**src/include/icache_settings.svh**
```systemverilog
`ifndef ICACHE_SETTINGS_SVH
`define ICACHE_SETTINGS_SVH

// Fetch address width shared by the CPU and memory sides
`define ICACHE_ADDR_BITS 32

// One instruction word per line
`define ICACHE_DATA_BITS 32

// Direct mapped with 16 lines
`define ICACHE_INDEX_BITS 4
`define ICACHE_LINES 16

`endif
```
**src/hdl/icache_pkg.sv**
```systemverilog
`include "icache_settings.svh"

package icache_pkg;

    // Address split into tag, index and byte offset
    typedef logic [`ICACHE_ADDR_BITS-`ICACHE_INDEX_BITS-3:0] tag_t;
    typedef logic [`ICACHE_INDEX_BITS-1:0] index_t;

    typedef struct packed {
        tag_t       tag;
        index_t     index;
        logic [1:0] offset;
    } fetch_fields_t;

    // Same fetch address seen as a raw word or as its fields
    typedef union packed {
        logic [`ICACHE_ADDR_BITS-1:0] raw;
        fetch_fields_t                f;
    } fetch_addr_u;

    typedef enum logic [1:0] {
        IDLE    = 2'd0,
        LOOKUP  = 2'd1,
        REFILL  = 2'd2,
        RESPOND = 2'd3
    } ctrl_state_e;

endpackage

```
**src/hdl/icache_array_if.sv**
```systemverilog
`timescale 1ns/1ns
`include "icache_settings.svh"

interface icache_array_if;

    // Read port with one cycle from index to line contents
    icache_pkg::index_t           rd_index;
    logic                         rd_valid;
    icache_pkg::tag_t             rd_tag;
    logic [`ICACHE_DATA_BITS-1:0] rd_data;

    // Refill write port
    logic                         wr_en;
    icache_pkg::index_t           wr_index;
    icache_pkg::tag_t             wr_tag;
    logic [`ICACHE_DATA_BITS-1:0] wr_data;

    modport ctrl (
        output rd_index,
        input  rd_valid,
        input  rd_tag,
        input  rd_data,
        output wr_en,
        output wr_index,
        output wr_tag,
        output wr_data
    );

    modport array (
        input  rd_index,
        output rd_valid,
        output rd_tag,
        output rd_data,
        input  wr_en,
        input  wr_index,
        input  wr_tag,
        input  wr_data
    );

endinterface

```
**src/hdl/icache_top.sv**
```systemverilog
`timescale 1ns/1ns
`include "icache_settings.svh"

module icache_top (
    input  logic                         clk,
    input  logic                         rst,

    // CPU fetch port
    input  logic [`ICACHE_ADDR_BITS-1:0] cpu_req_addr,
    input  logic                         cpu_req_valid,
    output logic                         cpu_req_ready,
    output logic [`ICACHE_DATA_BITS-1:0] cpu_resp_data,
    output logic                         cpu_resp_valid,

    // Memory refill port
    output logic [`ICACHE_ADDR_BITS-1:0] mem_req_addr,
    output logic                         mem_req_valid,
    input  logic                         mem_req_ready,
    input  logic [`ICACHE_DATA_BITS-1:0] mem_req_data
);

    icache_array_if array_bus ();

    icache_ctrl ctrl0 (
        .clk            (clk),
        .rst            (rst),
        .cpu_req_addr   (cpu_req_addr),
        .cpu_req_valid  (cpu_req_valid),
        .cpu_req_ready  (cpu_req_ready),
        .cpu_resp_data  (cpu_resp_data),
        .cpu_resp_valid (cpu_resp_valid),
        .mem_req_addr   (mem_req_addr),
        .mem_req_valid  (mem_req_valid),
        .mem_req_ready  (mem_req_ready),
        .mem_req_data   (mem_req_data),
        .bus            (array_bus)
    );

    icache_array array0 (
        .clk (clk),
        .rst (rst),
        .bus (array_bus)
    );

endmodule

```
**src/hdl/icache_ctrl.sv**
```systemverilog
`timescale 1ns/1ns
`include "icache_settings.svh"

module icache_ctrl (
    input  logic                         clk,
    input  logic                         rst,

    // CPU fetch port
    input  logic [`ICACHE_ADDR_BITS-1:0] cpu_req_addr,
    input  logic                         cpu_req_valid,
    output logic                         cpu_req_ready,
    output logic [`ICACHE_DATA_BITS-1:0] cpu_resp_data,
    output logic                         cpu_resp_valid,

    // Memory refill port
    output logic [`ICACHE_ADDR_BITS-1:0] mem_req_addr,
    output logic                         mem_req_valid,
    input  logic                         mem_req_ready,
    input  logic [`ICACHE_DATA_BITS-1:0] mem_req_data,

    icache_array_if.ctrl                 bus
);

    icache_pkg::ctrl_state_e      state_q;
    icache_pkg::ctrl_state_e      state_d;
    icache_pkg::fetch_addr_u      req_addr;
    icache_pkg::fetch_addr_u      addr_q;
    logic [`ICACHE_DATA_BITS-1:0] resp_data_q;
    logic                         accept;
    logic                         hit;
    logic                         refill_done;

    assign req_addr.raw = cpu_req_addr;

    assign cpu_req_ready = (state_q == icache_pkg::IDLE);
    assign accept        = cpu_req_valid && cpu_req_ready;

    // Array outputs are valid in LOOKUP for the line indexed at acceptance
    assign hit = bus.rd_valid && (bus.rd_tag == addr_q.f.tag);

    assign refill_done = (state_q == icache_pkg::REFILL) && mem_req_ready;

    always_ff @(posedge clk)
    begin
        if (rst)
        begin
            state_q <= icache_pkg::IDLE;
        end
        else
        begin
            state_q <= state_d;
        end
    end

    always_comb
    begin
        state_d = state_q;
        case (state_q)
            icache_pkg::IDLE:
            begin
                if (cpu_req_valid)
                begin
                    state_d = icache_pkg::LOOKUP;
                end
            end
            icache_pkg::LOOKUP:
            begin
                if (hit)
                begin
                    state_d = icache_pkg::RESPOND;
                end
                else
                begin
                    state_d = icache_pkg::REFILL;
                end
            end
            icache_pkg::REFILL:
            begin
                // Stall here as long as memory needs
                if (mem_req_ready)
                begin
                    state_d = icache_pkg::RESPOND;
                end
            end
            icache_pkg::RESPOND:
            begin
                state_d = icache_pkg::IDLE;
            end
            default:
            begin
                state_d = icache_pkg::IDLE;
            end
        endcase
    end

    // Request address held for the whole transaction
    always_ff @(posedge clk)
    begin
        if (accept)
        begin
            addr_q <= req_addr;
        end
    end

    // Index from the incoming request while idle so the read lands in LOOKUP
    always_comb
    begin
        if (state_q == icache_pkg::IDLE)
        begin
            bus.rd_index = req_addr.f.index;
        end
        else
        begin
            bus.rd_index = addr_q.f.index;
        end
    end

    // Refill write
    assign bus.wr_en    = refill_done;
    assign bus.wr_index = addr_q.f.index;
    assign bus.wr_tag   = addr_q.f.tag;
    assign bus.wr_data  = mem_req_data;

    // Word aligned memory request
    assign mem_req_valid = (state_q == icache_pkg::REFILL);
    assign mem_req_addr  = {addr_q.raw[`ICACHE_ADDR_BITS-1:2], 2'b00};

    // Response word comes from the array on a hit, from memory on a refill
    always_ff @(posedge clk)
    begin
        if ((state_q == icache_pkg::LOOKUP) && hit)
        begin
            resp_data_q <= bus.rd_data;
        end
        else if (refill_done)
        begin
            resp_data_q <= mem_req_data;
        end
    end

    assign cpu_resp_valid = (state_q == icache_pkg::RESPOND);
    assign cpu_resp_data  = resp_data_q;

endmodule

```
**src/hdl/icache_array.sv**
```systemverilog
`timescale 1ns/1ns
`include "icache_settings.svh"

module icache_array (
    input logic           clk,
    input logic           rst,
    icache_array_if.array bus
);

    logic [`ICACHE_LINES-1:0]     valid_q;
    icache_pkg::tag_t             tag_mem [`ICACHE_LINES];
    logic [`ICACHE_DATA_BITS-1:0] data_mem [`ICACHE_LINES];

    // Valid bits are set by a refill and cleared only by reset
    always_ff @(posedge clk)
    begin
        if (rst)
        begin
            valid_q <= '0;
        end
        else if (bus.wr_en)
        begin
            valid_q[bus.wr_index] <= 1'b1;
        end
    end

    // Tag and data storage
    always_ff @(posedge clk)
    begin
        if (bus.wr_en)
        begin
            tag_mem[bus.wr_index]  <= bus.wr_tag;
            data_mem[bus.wr_index] <= bus.wr_data;
        end
    end

    // Registered read
    // a write to the same line in this cycle is not seen until the next read
    always_ff @(posedge clk)
    begin
        if (rst)
        begin
            bus.rd_valid <= 1'b0;
        end
        else
        begin
            bus.rd_valid <= valid_q[bus.rd_index];
        end
    end

    always_ff @(posedge clk)
    begin
        bus.rd_tag  <= tag_mem[bus.rd_index];
        bus.rd_data <= data_mem[bus.rd_index];
    end

endmodule

```
**config.mk**
```make
export PLATFORM = sky130hd
export DESIGN_NAME = icache_top
export DESIGN_NICKNAME = d
export VERILOG_FILES = /design/src/hdl/icache_pkg.sv /design/src/hdl/icache_array_if.sv /design/src/hdl/icache_top.sv /design/src/hdl/icache_ctrl.sv /design/src/hdl/icache_array.sv
export VERILOG_INCLUDE_DIRS = /design/src /design/src/include
export SDC_FILE = /design/constraint.sdc
export NUM_CORES = 1
export LEC_CHECK = 0
export ABC_AREA = 1
export BUFFER_PORTS_ARGS = -buffer_cell sky130_fd_sc_hd__buf_2
export CORE_MARGIN = 5
export CORE_UTILIZATION = 43
export CTS_BUF_LIST = sky130_fd_sc_hd__clkbuf_16
export CTS_CLUSTER_SIZE = 30
export DETAILED_ROUTE_END_ITERATION = 10
export PLACE_DENSITY = 0.62
export SLEW_MARGIN = 10
export SYNTH_ARGS = -nofsm -noshare
export SYNTH_HDL_FRONTEND = slang
export SYNTH_SLANG_ARGS = --single-unit
```
**constraint.sdc**
```tcl
create_clock -name clk -period 5 [get_ports clk]
set_clock_uncertainty 0.1 [all_clocks]
set_input_delay 1.5 -clock clk [delete_from_list [all_inputs] [get_ports clk]]
set_output_delay 1.5 -clock clk [all_outputs]
set_load 0.005 [all_outputs]
```
# [After elaboration in Yosys (flattened, before gate mapping)]
# Memories as Yosys holds them, arrays and structs flattened. A register that Yosys moved wholly into a read port is not among the register bits.
# Cells that the tools add are included.
[word_totals] output_inout_bits=67 ram_bits=928 elab_cells=38 ff_bits=83 n_memories=2
[memory_table] name="array0.data_mem" words=16 width=32 rd=1 rd_clocked_by_memory_dff=1 wr=1 line="icache_array.sv:12" text="logic [`ICACHE_DATA_BITS-1:0] data_mem [`ICACHE_LINES];"
[memory_table] name="array0.tag_mem" words=16 width=26 rd=1 rd_clocked_by_memory_dff=1 wr=1 line="icache_array.sv:11" text="icache_pkg::tag_t tag_mem [`ICACHE_LINES];"
[classes] n_eq_ne=6 n_reduce_logical=8 order_cmp=3 mux=13 bitwise=1
[op_table] op="$mux 32" n=2
[op_table] op="$eq 26x26->1" n=1
[op_table] op="$or 16x16->16" n=1
[op_table] op="$lt 4x5->1 const B" n=2
[op_table] op="$pmux 2 s4" n=1
[op_table] op="$logic_and 1x1->1" n=5
[op_table] op="$mux 1" n=5
[op_table] op="$bmux 1 s4" n=1
[op_table] op="$demux 1 s4" n=1
[op_table] op="$eq 2x2->1 const B" n=2
[op_table] op="$ge 4x1->1 const B" n=1
[op_table] op="$mux 2" n=2
[op_table] op="$mux 4" n=1
[op_table] op="$eq 2x1->1 const B" n=1
[op_table] op="$logic_not 2->1" n=1
[op_table] op="$ne 2x1->1 const B" n=1
[op_table] op="$ne 2x2->1 const B" n=1
[op_table] op="$reduce_and 2->1" n=1
[op_table] op="$reduce_bool 2->1" n=1

# [Logic depth before layout (Yosys ltp)]
[depth] depth_word=5 ltp_mapped=14 depth_no_buf=11

# [By module]
# Synthesis repeated with hierarchy kept, for this count alone.
[hier_totals] cells_unflattened=3284 hier_area_um2=42316.8
[by_module_without_submodules] module="icache_array" seq_area_each_um2=29368.2 cells_each=2881 area_each_um2=38722.1 n_inst=1
[by_module_without_submodules] module="icache_ctrl" seq_area_each_um2=1901.8 cells_each=403 area_each_um2=3594.7 n_inst=1

# [Worst setup path before layout]
# Ideal clock, no wire load.
[synth_path] path_type="input to register" start="in mem_req_ready" end="mem array0.data_mem[10][0] (netlist name) (enable)" path_buffers=0 t_arrival_ns=4.262 stages=4 path_slack_ns=0.162 setup_ns=0.475 path_cell_list="nand2_1 > nor3_1 > inv_1 > nor2_1"
[synth_via] elab_chain_cells=3
[synth_rtl] item="start, declared" line="icache_top.sv:18" text="input logic mem_req_ready,"
[synth_rtl] item="$logic_and 1x1->1" line="icache_ctrl.sv:41" text="assign refill_done = (state_q == icache_pkg::REFILL) && mem_req_ready;"
[synth_rtl] item="$mux 1" line="icache_array.sv:30" text="if (bus.wr_en)"
[synth_rtl] item="$mux 1 (not written as such)" line="icache_array.sv:33" text="data_mem[bus.wr_index] <= bus.wr_data;"
[synth_rtl] item="end, declared" line="icache_array.sv:12"
# Every way passes these cells.

# [Worst setup path in the final report]
[layout_path] start="reg ctrl0.state_q[0]" end="out cpu_req_ready"
[layout_via] elab_chain_cells=1
[layout_rtl] item="start, declared" line="icache_ctrl.sv:24" text="icache_pkg::ctrl_state_e state_q;"
[layout_rtl] item="start signal, assigned" line="icache_ctrl.sv:47" text="state_q <= icache_pkg::IDLE;"
[layout_rtl] item="start signal, assigned" line="icache_ctrl.sv:51" text="state_q <= state_d;"
[layout_rtl] item="$logic_not 2->1" line="icache_ctrl.sv:35" text="assign cpu_req_ready = (state_q == icache_pkg::IDLE);"
[layout_rtl] item="end, declared" line="icache_top.sv:11" text="output logic cpu_req_ready,"
# Every way passes these cells.

==> run metrics <==
status=finished, final reports clean; clock tree buffer depth=3; Final Hold Fails=0; Endpoint, Worst Hold=array0.valid_q[13]; Min-Delay Startpoint=array0.valid_q[13]; Seq/Total Area, Yosys=74.0%; Initial Util=43.1%; setup tns final=0 ns; slowest CP cell=ha_1; vias in the first global route=25.0k; Via Count=26.2k; Worst Path Max Fanout=12; register bit total from synthesis=1,067; Cells after DPL=4,702; Post-Syn Area=42,300 µm²; CP Cell Sequence=inv_1 > ha_1 > buf_2; minimum clock period=3.64 ns; drt first pass iters=7; Fmax achieved=275 MHz; largest net degree at the start of global routing=119; LEAKAGE=17.3 nW; Layout Nets=3,600; RSZ-0062 raised after global routing=no; area of the die=105,000 µm²; final worst-path cycle share=72.7%; fin cells=4,912; ys flop type=edfxtp_1; R2R Path Start=ctrl0.state_q[0]; sw frac=35.1%; # setup viols final=0; r2r setup slk=1.60 ns; clk sinks=1,067; CTS tree=done; PwrDens=561 nW/µm²; cts hold-fix bufs=0; fraction of registers with async set/reset=0%; top cells by count, synth=edfxtp_1, nor2_1, nand2_1; number of synthesized flops with an enable pin=990; Site Rows=115; # IOs=135; HP Class=reg -> reg; GRT Overall Usage=19.8%; Synth Warn #=0; max-slew violation count=0; Logic pwr share=31.8%; maximum VDD drop=0.598 mV; dpl hpwl=54,200 µm; slowest stage delay, CP=0.66 ns; via density per instance=5.32; Setup Crit Path Kind=reg -> out; reg2reg end=array0.bus.rd_tag[1]; synth unique cells=30; R2R cell count=7; Sequential Power Share=39.6%; first-pass GRT wire length=156,000 µm; RD Place Congestion=0.752; Internal Power=0.0176 W; DR iter-0 viols=2,347; most common cell in the netlist=edfxtp_1; Cells after Synth=3,389; maxcap violations=0; Clk network pwr share=28.6%; Worst-Margin Slew=1.08 ns; nature of the critical path endpoint=output port; crit path launch=ctrl0.state_q[0]; Setup Fix Bufs, Post-CTS=0; Residual DRC=0; antenna violations before repair=5; clock slew at reported path FFs=0.06 ns; Mapped Avg Cell Area=12.5 µm²; Startpoint Class=register; Area contributors post-synth=edfxtp_1, o211ai_1, nand3_1; final antenna-violating net count=0; clk root buf=clkbuf_16; Synth top area share=70.3%; depth of the CTS H-tree=3; cts bufs inserted=110; Worst Path Required=3.40 ns; Die H=324 µm; Port Buf Inserts=130; # resized after CTS=0; Slew HR=27.6%; drt wl/cell=21.3 µm; layout cells sized above 1=11.8%; leading area contributor after synthesis=edfxtp_1; die width=324 µm; hold path cells=1; area grow syn2layout=14.2%; core area=98,000 µm²; critical path arrival=2.04 ns; Post-Route WL=105,000 µm; global route overflow=0; Clk Latency, worst-skew pair=0.68 ns; Switching Power=0.00951 W
## routing by layer
layer	GRT usage [%]	up-vias	part of all wire, %
li1	-	12284	-
met1	26.1	12917	42
met2	34.8	791	50
met3	2.98	161	6.1
met4	4.72	2	2.2
met5	0	-	0.012
## layout by cell type, fill, tap and decap left out, drive strengths merged
cell type  instances
diode              1
buf              229
edfxtp           990
clkinv            63
nand4              2
dfxtp             77
nor2             444
bufinv             6
o21a              15
o21ai            333
ha                 5
nand2            408
xnor2              7
clkbuf           112
xor2               1
nand3            337
clkinvlp           2
o211ai           242
inv              343
or2                1
a21oi              2
nor3               3
conb               2
## power groups by stage
stage	clock [W]	sequential [W]	combinational, W
floorplan	0	0.0109	0.00606
global placement	0	0.0109	0.00858
detailed placement	0	0.0109	0.00867
CTS	0.00787	0.0107	0.00871
global route	0.00827	0.0108	0.00962
finish	0.00773	0.0107	0.00862
## cell type report
type / count / area, µm²
Sequential cell: 1067 / 31300
Multi-Input combinational cell: 1802 / 8950
Fill cell: 8406 / 49700
Tap cell: 1287 / 1610
Clock inverter: 97 / 633
Inverter: 317 / 1190
Antenna cell: 1 / 2.50
Timing Repair Buffer: 229 / 1810
Clock buffer: 112 / 2800
## per-stage QoR
stage	area [µm²]	util [%]	setup slack [ns]	hold slack [ns]	power, W
2_1_floorplan	42300	-	0.162	0.340	0.0169
3_3_place_gp	44800	45.7	1.17	0.346	0.0195
3_5_place_dp	44800	45.7	1.18	0.353	0.0196
4_1_cts	48300	49.3	1.32	0.366	0.0273
5_1_grt	48300	49.3	1.27	0.378	0.0287
6_report	48300	49.3	1.36	0.363	0.0271
## state kept, by name, indices dropped and copies added (netlist names)
signal,flops
ctrl0.state_q,2
array0.valid_q,16
array0.tag_mem,416
array0.bus.rd_tag,26
array0.data_mem,512
ctrl0.addr_q,30
array0.bus.rd_valid,1
ctrl0.cpu_resp_data,32
array0.bus.rd_data,32
## cell families (layout without fill, tap and decap cells)
family	count (synthesis)	in the layout	share of synthesized area, %
xor+xnor	8	8	0.166
compound gates	592	592	8.64
flops	1067	1067	74.0
simple gates	1195	1195	11.7
other cells	1	3	0.00887
fa+ha+maj	5	5	0.148
buf+inv	521	755	5.33
## worst max path at each step
stage	end	slack, ns
final	cpu_req_ready	1.36
after global placement	array0.data_mem[5][24]	1.17
after floorplan	array0.data_mem[10][0]	0.16
after global routing	cpu_req_ready	1.27
after CTS	cpu_req_ready	1.32
after detailed placement	array0.data_mem[5][24]	1.18
## worst max-delay path: cells and delay by family, from the launching register on
family     cells  cell delay [ns]
flops          1             0.34
fa+ha+maj      1             0.66
buf+inv        2             0.36
No activity file was read; power rests on OpenSTA's default activity.
